==> config.mk <==
export PLATFORM = sky130hd
export DESIGN_NAME = tic_tac_toe_top
export DESIGN_NICKNAME = d
export VERILOG_FILES = /design/src/design/ttt_board_pkg.sv /design/src/design/ttt_turn_pkg.sv /design/src/design/board_store.sv /design/src/design/line_judge.sv /design/src/design/turn_arbiter.sv /design/src/design/tic_tac_toe_top.sv
export VERILOG_INCLUDE_DIRS = /design/src /design/src/design
export SDC_FILE = /design/constraint.sdc
export NUM_CORES = 1
export LEC_CHECK = 0
export BUFFER_PORTS_ARGS = -buffer_cell sky130_fd_sc_hd__buf_2
export CAP_MARGIN = 5
export CORE_ASPECT_RATIO = 0.6
export CORE_MARGIN = 5
export CORE_UTILIZATION = 40
export CTS_BUF_LIST = sky130_fd_sc_hd__clkbuf_2
export DETAILED_ROUTE_END_ITERATION = 10
export PLACE_DENSITY = 0.72
export SYNTH_ARGS = -nofsm -noshare
export SYNTH_HDL_FRONTEND = slang
export SYNTH_HIERARCHICAL = 1
export SYNTH_SLANG_ARGS = --single-unit
==> constraint.sdc <==
create_clock -name clock -period 4 [get_ports clock]
set_input_delay 0.2 -clock clock [delete_from_list [all_inputs] [get_ports clock]]
set_output_delay 0.2 -clock clock [all_outputs]
set_load 0.1 [all_outputs]
==> src/design/ttt_macros.svh <==
// ~~~~~~~~~~~~~~~~~~~~
// tic-tac-toe sizing constants
// board geometry and position width
// ~~~~~~~~~~~~~~~~~~~~
`ifndef TTT_MACROS_SVH
`define TTT_MACROS_SVH

// three by three board
`define TTT_CELLS 9

// position inputs are four bits wide, so codes 9..15 reach the
// arbiter and get rejected there as out of range
`define TTT_POS_W 4

// rows, columns and both diagonals
`define TTT_LINES 8

`endif

==> src/design/ttt_board_pkg.sv <==
// ~~~~~~~~~~~~~~~~~~~~
// board types: marks, board bus, positions
// ~~~~~~~~~~~~~~~~~~~~
`include "ttt_macros.svh"

package ttt_board_pkg;

    // encoding kept from the led outputs of the old game
    typedef enum logic [1:0]
    {
        MARK_EMPTY    = 2'b00,
        MARK_PLAYER   = 2'b01, // player
        MARK_COMPUTER = 2'b10  // computer
    } mark_t;

    // cell 0 top-left, row by row, so cell 8 is bottom-right
    typedef mark_t [`TTT_CELLS-1:0] board_t;

    // raw position from a button bank, may exceed the board
    typedef logic [`TTT_POS_W-1:0] pos_t;

endpackage

==> src/design/ttt_turn_pkg.sv <==
// ~~~~~~~~~~~~~~~~~~~~
// turn controller types
// ~~~~~~~~~~~~~~~~~~~~

package ttt_turn_pkg;

    // turn fsm states
    typedef enum logic [1:0]
    {
        TURN_IDLE     = 2'b00, // waiting for play
        TURN_PLAYER   = 2'b01, // player move under test
        TURN_COMPUTER = 2'b10, // waiting for pc
        TURN_DONE     = 2'b11  // line or full board, held until reset
    } turn_state_t;

    // who owns the board write port this cycle
    typedef enum logic
    {
        SRC_PLAYER   = 1'b0,
        SRC_COMPUTER = 1'b1
    } move_src_t;

endpackage

==> src/design/board_store.sv <==
// ~~~~~~~~~~~~~~~~~~~~
// board store
// nine mark registers behind one write port
// ~~~~~~~~~~~~~~~~~~~~
`timescale 1ns/1ps
`include "ttt_macros.svh"

module board_store
    import ttt_board_pkg::*;
(
    input  logic   clock,
    input  logic   reset,
    input  logic   write_en,   // from the arbiter only
    input  pos_t   write_pos,
    input  mark_t  write_mark,
    output board_t board
);

    always_ff @(posedge clock or posedge reset)
    begin
        if (reset)
        begin
            for (int i = 0; i < `TTT_CELLS; i++)
            begin
                board[i] <= MARK_EMPTY; // fresh game
            end
        end
        else if (write_en)
        begin
            // compare per cell, an out-of-range code hits nothing
            for (int i = 0; i < `TTT_CELLS; i++)
            begin
                if (write_pos == pos_t'(i))
                    board[i] <= write_mark;
            end
        end
    end

    // the arbiter must have filtered every write against this same board
    a_write_in_range: assert property (
        @(posedge clock) disable iff (reset)
        write_en |-> write_pos < pos_t'(`TTT_CELLS))
        else $error("board write to position %0d off the board", write_pos);

    a_write_free_cell: assert property (
        @(posedge clock) disable iff (reset)
        write_en && write_pos < pos_t'(`TTT_CELLS) |-> board[write_pos] == MARK_EMPTY)
        else $error("board write over occupied cell %0d", write_pos);

    a_write_has_mark: assert property (
        @(posedge clock) disable iff (reset)
        write_en |-> write_mark != MARK_EMPTY)
        else $error("board write carries an empty mark");

endmodule

==> src/design/line_judge.sv <==
// ~~~~~~~~~~~~~~~~~~~~
// line judge
// completed line, its owner and full board
// ~~~~~~~~~~~~~~~~~~~~
`timescale 1ns/1ps
`include "ttt_macros.svh"

module line_judge
    import ttt_board_pkg::*;
(
    input  board_t board,
    output logic   line_done,
    output mark_t  line_owner,  // MARK_EMPTY while no line
    output logic   board_full
);

    // cell triples of every winning line
    localparam int LINE_CELL [`TTT_LINES][3] = '{
        '{0, 1, 2}, '{3, 4, 5}, '{6, 7, 8},  // rows
        '{0, 3, 6}, '{1, 4, 7}, '{2, 5, 8},  // columns
        '{0, 4, 8}, '{2, 4, 6}               // diagonals
    };

    logic [`TTT_LINES-1:0] player_line;   // per line, all three player
    logic [`TTT_LINES-1:0] computer_line; // per line, all three computer

    // true when all three cells of line l hold mark m
    function automatic logic line_is(board_t b, int l, mark_t m);
        return b[LINE_CELL[l][0]] == m
            && b[LINE_CELL[l][1]] == m
            && b[LINE_CELL[l][2]] == m;
    endfunction

    always_comb
    begin
        for (int l = 0; l < `TTT_LINES; l++)
        begin
            player_line[l]   = line_is(board, l, MARK_PLAYER);
            computer_line[l] = line_is(board, l, MARK_COMPUTER);
        end
    end

    assign line_done = (|player_line) | (|computer_line);

    always_comb
    begin
        if (|player_line)
            line_owner = MARK_PLAYER;
        else if (|computer_line)
            line_owner = MARK_COMPUTER;
        else
            line_owner = MARK_EMPTY;
    end

    always_comb
    begin
        board_full = 1'b1;
        for (int i = 0; i < `TTT_CELLS; i++)
        begin
            if (board[i] == MARK_EMPTY)
                board_full = 1'b0; // any hole keeps play going
        end
    end

    // the arbiter stops the game on the first line, so two owners never coexist
    always_comb
    begin
        assert (!((|player_line) && (|computer_line)))
            else $error("lines complete for both marks, board %h", board);
    end

endmodule

==> src/design/turn_arbiter.sv <==
// ~~~~~~~~~~~~~~~~~~~~
// turn arbiter
// turn fsm, legality check and board write grant
// ~~~~~~~~~~~~~~~~~~~~
`timescale 1ns/1ps
`include "ttt_macros.svh"

module turn_arbiter
    import ttt_board_pkg::*;
    import ttt_turn_pkg::*;
(
    input  logic   clock,
    input  logic   reset,
    input  logic   play,              // one-cycle player strobe
    input  logic   pc,                // one-cycle computer strobe
    input  pos_t   player_position,
    input  pos_t   computer_position,
    input  board_t board,             // board after the last write
    input  logic   line_done,         // zero-latency line_judge result
    input  logic   board_full,
    output logic   write_en,
    output pos_t   write_pos,
    output mark_t  write_mark,
    output logic   illegal_move,      // one-cycle pulse
    output logic   game_over
);

    turn_state_t state;
    turn_state_t state_next;
    pos_t        player_pos_q; // player move held for the decide cycle
    move_src_t   grant;
    pos_t        req_pos;
    logic        req_valid;    // a move is presented for decision now
    logic        req_legal;
    logic        game_end;

    // legal when in range and empty
    function automatic logic cell_free(board_t b, pos_t p);
        logic free;
        free = 1'b0;
        for (int i = 0; i < `TTT_CELLS; i++)
        begin
            if (p == pos_t'(i) && b[i] == MARK_EMPTY)
                free = 1'b1;
        end
        return free;
    endfunction

    assign game_end = line_done | board_full;

    // port owner follows the turn
    assign grant     = (state == TURN_COMPUTER) ? SRC_COMPUTER : SRC_PLAYER;
    assign req_pos   = (grant == SRC_COMPUTER) ? computer_position : player_pos_q;
    assign req_legal = cell_free(board, req_pos);

    always_comb
    begin
        case (state)
            TURN_PLAYER:   req_valid = 1'b1;             // decide the latched move now
            TURN_COMPUTER: req_valid = pc & ~game_end;   // pc dropped once the game is over
            default:       req_valid = 1'b0;
        endcase
    end

    assign write_en     = req_valid & req_legal;
    assign illegal_move = req_valid & ~req_legal;
    assign write_pos    = req_pos;
    assign write_mark   = (grant == SRC_COMPUTER) ? MARK_COMPUTER : MARK_PLAYER;
    assign game_over    = (state == TURN_DONE);

    always_comb
    begin
        state_next = state;
        case (state)
            TURN_IDLE:
            begin
                // a finished game wins over a fresh play strobe
                if (game_end)
                    state_next = TURN_DONE;
                else if (play)
                    state_next = TURN_PLAYER;
            end
            TURN_PLAYER:
            begin
                if (req_legal)
                    state_next = TURN_COMPUTER;
                else
                    state_next = TURN_IDLE; // player tries again
            end
            TURN_COMPUTER:
            begin
                if (game_end)
                    state_next = TURN_DONE; // player's move ended it
                else if (pc && req_legal)
                    state_next = TURN_IDLE;
                // illegal pc keeps the computer's turn
            end
            TURN_DONE:
            begin
                state_next = TURN_DONE; // only reset leaves
            end
            default:
            begin
                state_next = TURN_IDLE;
            end
        endcase
    end

    always_ff @(posedge clock or posedge reset)
    begin
        if (reset)
            state <= TURN_IDLE;
        else
            state <= state_next;
    end

    // position capture on the accepted play edge
    always_ff @(posedge clock)
    begin
        if (state == TURN_IDLE && play && !game_end)
            player_pos_q <= player_position;
    end

    // an accepted write always hands the turn on
    a_write_ends_turn: assert property (
        @(posedge clock) disable iff (reset)
        write_en |=> state != $past(state))
        else $error("board write did not end the turn, state %s", state.name());

    // a rejected move never finishes the game
    a_illegal_not_final: assert property (
        @(posedge clock) disable iff (reset)
        illegal_move |=> !game_over)
        else $error("illegal move followed by game over");

endmodule

==> src/design/tic_tac_toe_top.sv <==
// ~~~~~~~~~~~~~~~~~~~~
// tic-tac-toe top
// arbiter, board store and line judge
// ~~~~~~~~~~~~~~~~~~~~
`timescale 1ns/1ps
`include "ttt_macros.svh"

module tic_tac_toe_top
    import ttt_board_pkg::*;
(
    input  logic   clock,
    input  logic   reset,
    input  logic   play,               // player button
    input  logic   pc,                 // computer button
    input  pos_t   player_position,
    input  pos_t   computer_position,
    output board_t board,              // cell leds
    output mark_t  winner,
    output logic   game_over,
    output logic   illegal_move
);

    logic  write_en;
    pos_t  write_pos;
    mark_t write_mark;
    logic  line_done;
    logic  board_full;

    // single writer for both move sources
    turn_arbiter i_turn_arbiter (
        .clock             (clock),
        .reset             (reset),
        .play              (play),
        .pc                (pc),
        .player_position   (player_position),
        .computer_position (computer_position),
        .board             (board),
        .line_done         (line_done),
        .board_full        (board_full),
        .write_en          (write_en),
        .write_pos         (write_pos),
        .write_mark        (write_mark),
        .illegal_move      (illegal_move),
        .game_over         (game_over)
    );

    board_store i_board_store (
        .clock      (clock),
        .reset      (reset),
        .write_en   (write_en),
        .write_pos  (write_pos),
        .write_mark (write_mark),
        .board      (board)
    );

    line_judge i_line_judge (
        .board      (board),
        .line_done  (line_done),
        .line_owner (winner),     // owner is the winner
        .board_full (board_full)
    );

endmodule

# --- After elaboration in Yosys (flattened, before gate mapping) ---
# Index checks and enable logic that the tools add are counted.
classes:
  n_bitwise: 7
  muxes: 30
  eq_ne: 31
  reduce_logical: 68
op_table:
  columns: ["op", "n"]
  rows:
  - ["logical AND 1 bit", 44]
  - ["== test 2 bit, second input constant", 11]
  - ["== test 2 x 1 -> 1 bit, second input constant", 10]
  - ["logical NOT 2 bit", 10]
  - ["AND reduction 2 bit", 10]
  - ["2-to-1 mux 1 bit", 19]
  - ["== test 4 x 3 -> 1 bit, second input constant", 4]
  - ["2-to-1 mux 2 bit", 8]
  - ["OR reduction 8 bit", 2]
  - ["== test 4 x 2 -> 1 bit, second input constant", 2]
  - ["case mux 2 bit (4 select lines)", 1]
  - ["inequality test 3 x 2 -> 1 bit, second input constant", 2]
  - ["== test 4 x 1 -> 1 bit, second input constant", 1]
  - ["== test 4 bit, second input constant", 1]
  - ["logical NOT 4 bit", 1]
  - ["2-to-1 mux 4 bit", 1]
  - ["bitwise AND 1 bit", 3]
  - ["NOT 1 bit", 2]
  - ["OR 1 bit", 2]
  - ["case mux 1 bit (2 select lines)", 1]
  - ["logical NOT 1 bit", 1]
totals:
  word_cells: 147
  register_bits: 24
  in_bits: 12
  out_inout_bits: 22

# --- Logic depth before layout (Yosys ltp) ---
depth:
  ltp_word: 18
  depth_mapped: 11
  depth_no_buf: 11

# --- Cells and area by module ---
# Netlist, hierarchy kept.
by_module_without_submodules:
  columns: ["mod", "area_per_inst_um2", "n_inst", "cells_per_inst", "seq_area_each_um2"]
  rows:
  - ["board_store", 743.2, 1, 50, 450.4]
  - ["turn_arbiter", 626.9, 1, 72, 170.2]
  - ["line_judge", 292.8, 1, 38, 0.0]

# --- Worst setup path after synthesis ---
# No wires, ideal clock.
synth_path:
  path_type: "flip-flop to flip-flop"
  start: "register i_board_store/board[4] in the netlist's numbering"
  end: "register i_board_store/board[7] in the netlist's numbering"
  slack_ns: 0.590
  setup_time_ns: 0.126
  period_less_slack_ns: 3.410
  path_buffers: 0
  path_stages_with_launch: 12
  t_required_ns: 3.874
  arrival_time_ns: 3.284
  cell_sequence: "dfrtp_1 nor2b_1 o2bb2a_4 o221ai_1 a222oi_1 nand2_1 nor2_1 a31oi_1 nor3b_2 nor3b_1 and3_1 mux2_2"
synth_via:
  elab_cells_between_ends: 37
  cone_classes: "eq/ne: 2; mux: 15; bitwise: 5; reduce/logical: 15"
synth_rtl:
  columns: ["element", "line_no", "source"]
  rows:
  - ["start: declaration", "board_store.sv:16", "output board_t board"]
  - ["start signal: indexed assignment", "board_store.sv:34", "board[i] <= write_mark;"]
  - ["== test 2 x 1 -> 1 bit / == test 2 bit (equally long branches)", "line_judge.sv:29, line_judge.sv:31", null]
  - ["logical AND 1 bit", "line_judge.sv:30", "&& b[LINE_CELL[l][1]] == m"]
  - ["logical AND 1 bit", "line_judge.sv:31", "&& b[LINE_CELL[l][2]] == m;"]
  - ["OR reduction 8 bit", "line_judge.sv:43", "assign line_done = (|player_line) | (|computer_line);"]
  - ["OR 1 bit (*)", "line_judge.sv:43", null]
  - ["named net line_done", "tic_tac_toe_top.sv:26", "logic line_done;"]
  - ["OR 1 bit (*)", "turn_arbiter.sv:49", "assign game_end = line_done | board_full;"]
  - ["NOT 1 bit (*)", "turn_arbiter.sv:60", "TURN_COMPUTER: req_valid = pc & ~game_end;"]
  - ["bitwise AND 1 bit (*)", "turn_arbiter.sv:60", null]
  - ["case mux 1 bit (2 select lines) (*)", "turn_arbiter.sv:58", "case (state)"]
  - ["bitwise AND 1 bit (*)", "turn_arbiter.sv:65", "assign write_en = req_valid & req_legal;"]
  - ["named net write_en", "tic_tac_toe_top.sv:23", "logic write_en;"]
  - ["AND reduction 2 bit (no source line) (*)", null, null]
# Mark *: on every way through the listed nets, which the timed path passes. The rest lies on a longest branch.
# A chain may end at the register's enable or synchronous reset.

# --- Worst setup path after layout ---
layout_path:
  start: "register i_turn_arbiter.state[0]"
  end: "register i_board_store/board[7] in the netlist's numbering"
layout_via:
  elab_cells_between_ends: 35
  cone_classes: "eq/ne: 10; mux: 13; bitwise: 1; reduce/logical: 11"
layout_rtl:
  columns: ["element", "line_no", "source"]
  rows:
  - ["start: declaration", "turn_arbiter.sv:28", "turn_state_t state;"]
  - ["start signal: assignment", "turn_arbiter.sv:114", "state <= state_next;"]
  - ["== test 2 bit", "turn_arbiter.sv:52", "assign grant = (state == TURN_COMPUTER) ? SRC_COMPUTER : SRC_PLAYER;"]
  - ["2-to-1 mux 1 bit", "turn_arbiter.sv:52", null]
  - ["2-to-1 mux 2 bit", "turn_arbiter.sv:68", "assign write_mark = (grant == SRC_COMPUTER) ? MARK_COMPUTER : MARK_PLAYER;"]
  - ["named net write_mark[1]", "tic_tac_toe_top.sv:25", "mark_t write_mark;"]
# The timed path passes the listed nets, and every way through them passes these cells.

==> impl_metrics.csv <==
group,metric,value,unit
run_status,status,"completed",
timing,fin_tns_setup,0,ns
synth,synth_area_leader_cell,"dfrtp_1",
routing,drt_iter0_markers,118,
place,pre_cts_ws,0.309,ns
power,seqPwrFrac,58.1,%
synth,postSynth.asyncResetShare,83.3,%
cts,root_buffer,"clkbuf_2",
finish,multi_input_area,980,um^2
worst_setup_path,crit_top_cell,"mux2_2",
global_routing,antenna_found_initial,0,
worst_setup_path,worstPathMaxFanout,15,
synth,synthesis.nets,176,
worst_setup_path,crit_family,"simple AND/OR/NAND/NOR gates",
routing,firstDrtPassIters,4,
timing,hold_ws,0.209,ns
synth,syn_area,0.00166,mm^2
synth,synth_edf_count,4,
power,p_leak,0.908,nW
die,die_h,59.9,um
finish,diodes,0,
cts,htree_levels,1,
power,pwr-share-comb,3.6,%
routing,via_per_inst,5.59,
routing,dr_total_vias,1404,
synth,synthTopCellsByArea,"dfrtp_1 (30%), mux2_2 (14%), edfxtp_1 (7.2%)",
timing,fin_ws,0.219,ns
power,power,0.428,mW
place,gp_congestion,0.854,
routing,drc_errors,0,
worst_setup_path,worstPathArrival,4.05,ns
worst_setup_path,critPathMaxStageDelay,0.54,ns
cts,ctsLongestPathBuffers,2,
die,die-area,0.00559,mm^2
synth,syn_inst,160,
die,io-pin-count,34,
global_routing,grt_max_degree,19,
synth,ys_seq_area_share,37.3,%
finish,regArea,621,um^2
global_routing,grt.total_usage,16.5,%
timing,rsz0062_at_grt,"false",
power,p_int,0.342,mW
die,dieWidth,93.2,um
finish,fill_cells,400,
synth,ys_types,44,
power,p_switching,0.0862,mW
power,max-vdd-ir-drop,0.108,mV
synth,ys_seq_elements,24,
synth,synthTopCellsByCount,"dfrtp_1 (20), mux2_2 (20), nor2_1 (18)",
finish,synthToLayoutAreaGrowth,18.6,%
place,port_buffers,33,
power,power_per_cell_area,217,mW/mm^2
power,p_clk_share,38.4,%
finish,drive_gt1_share,34.8,%
worst_setup_path,critPathKind,"flop to flop",
routing,totalWireLength,4240,um
global_routing,grt_pass1_vias,1399,
synth,synth_warnings,6,
die,initial_core_util,41.0,%
timing,fmax,264,MHz
worst_setup_path,start_kind,"flop",
cts,cts_tree,"built",
cts,cts.sinks,24,
place,dp_hpwl,3270,um
synth,syn_area_per_cell,10.4,um^2
timing,period_share,94.5,%
timing,finalSetupViolations,0,
global_routing,grt_pass1_wl,7130,um
die,core_area,0.00405,mm^2
cts,numCtsBuffers,3,
die,row_count,18,
timing,slew_headroom,52.2,%
timing,tightestPinTransition,0.716,ns
hold_path,hold_path_class,"primary input to async pin",
worst_setup_path,path_buf_inv,1,
worst_setup_path,crit_path_start,"i_turn_arbiter/state[0]",
cts,clk_latency,0.35,ns
timing,min_period,3.78,ns
routing,drtAntennaViolNets,0,
global_routing,overflow,0,
worst_setup_path,cp.required,4.27,ns
worst_setup_path,slowest_stage,"ha_1",
synth,synth_flop_cell,"dfrtp_1",
cts,clkTransAtPathRegs,0.23,ns
finish,nets,218,
power,sw_frac_of_total,20.1,%
worst_setup_path,crit_chain,"inv_1 -> ha_1 -> mux2_2 -> or4b_1 -> a21o_1 -> and3_4 -> nor3b_2 -> nor3b_1 -> and3_1 -> mux2_2",
timing,slew_violations,0,
timing,finClkSkew,0.00653,ns
worst_setup_path,timing.rr.start,"i_turn_arbiter/state[0]",
timing,finalHoldViolCount,0,
worst_setup_path,endpoint_kind,"flop",
routing,drt-wirelength-per-cell,16.9,um
job,max_cap_violations,0,
synth,yosys.area.top_type_share,30.1,%
[power groups by stage]
stage	clock [mW]	sequential [mW]	combinational (mW)
after floorplan	0	0.253	0.00379
after global placement	0	0.253	0.0117
after detailed placement	0	0.253	0.0120
after CTS	0.169	0.249	0.0157
after global routing	0.180	0.249	0.0178
final	0.164	0.249	0.0153
[kinds of logic after synthesis]
logic type                 after synthesis  synth area share, %
DFF                                     24                 37.3
muxes                                   25                 16.8
and+or+nand+nor                         63                 23.3
adders and majority gates                4                 3.01
AOI/OAI and AO/OA                       31                 15.8
buffers and inverters                   13                 3.76
[cells in the final DEF, fill, tap and decap left out, types with 2 or more instances in the layout]
cell type | Yosys | final
edfxtp_1 | 4 | 4
o21ai_0 | 2 | 2
nor3b_1 | 5 | 5
or2b_1 | 2 | 2
nand2b_1 | 10 | 10
mux2_2 | 20 | 20
buf_2 | 0 | 33
clkbuf_2 | 0 | 3
nand2_1 | 4 | 4
inv_1 | 11 | 11
nor2b_4 | 2 | 2
o2bb2a_4 | 2 | 2
ha_1 | 4 | 4
dfrtp_1 | 20 | 20
a31oi_1 | 4 | 4
nor3_1 | 2 | 2
and3_1 | 2 | 2
o221ai_1 | 3 | 3
a222oi_1 | 2 | 2
nand3_1 | 2 | 2
o22ai_1 | 8 | 8
dlygate4sd3_1 | 0 | 5
nor2b_1 | 5 | 5
mux2i_1 | 4 | 4
nor2_1 | 18 | 18
nand3b_1 | 3 | 3
[per-layer routing]
metal / vias to the layer above / track usage (%) / routed length, um / share of wire, %
met4: 0 / 2.92 / 18 / 0.42
li1: 677 / - / - / -
met5: - / 0 / 0 / 0
met1: 677 / 25.1 / 2250 / 53
met2: 48 / 22.4 / 1620 / 38
met3: 2 / 5.53 / 346 / 8.2
[repair_timing]
item                      in CTS  in global routing
hold buffers                   5                  0
buffers inserted               0                  0
hold endpoints to repair      24                  0
resized for setup              0                  0
[worst register-to-register path, cell delays in order (launching register included)]
cell and delay [ns]:
dfrtp_1 0.47, inv_1 0.13, ha_1 0.55, mux2_2 0.45
or4b_1 0.47, a21o_1 0.19, and3_4 0.19, nor3b_2 0.23
nor3b_1 0.42, and3_1 0.27, mux2_2 0.34
[stage by stage]
step	cell area (um^2)	instances	utilization (%)
2_1_floorplan	1660	160	-
3_3_place_gp	1880	242	46.3
3_5_place_dp	1880	242	46.3
4_1_cts	1970	251	48.6
5_1_grt	1970	251	48.6
6_report	1970	251	48.6
[path summary, 6_finish.rpt]
kind	endpoint	slack [ns]	cells past startpoint
worst max-delay path	i_board_store/board[7]	0.22	10
worst min-delay path	i_turn_arbiter/state[0]	0.21	3
worst max register to register	i_board_store/board[7]	0.22	10
worst min register to register	i_board_store/board[0]	0.63	1
max in group asynchronous	i_board_store/board[6]	3.09	3
min in group clock	i_turn_arbiter/state[1]	0.24	4
[layout make-up]
cell class	instances	share of cell area (%)
Multi-Input combinational cell	123	49.7
Sequential cell	24	31.5
Timing Repair Buffer	39	11.3
Tap cell	50	3.17
Inverter	11	2.09
Clock inverter	1	1.52
Clock buffer	3	0.761
[flip-flops by register name, indices dropped and copies added (netlist names)]
register / count
i_board_store/board: 18
i_turn_arbiter/player_pos_q: 4
i_turn_arbiter/state: 2
No activity file was read; power rests on OpenSTA's default activity.
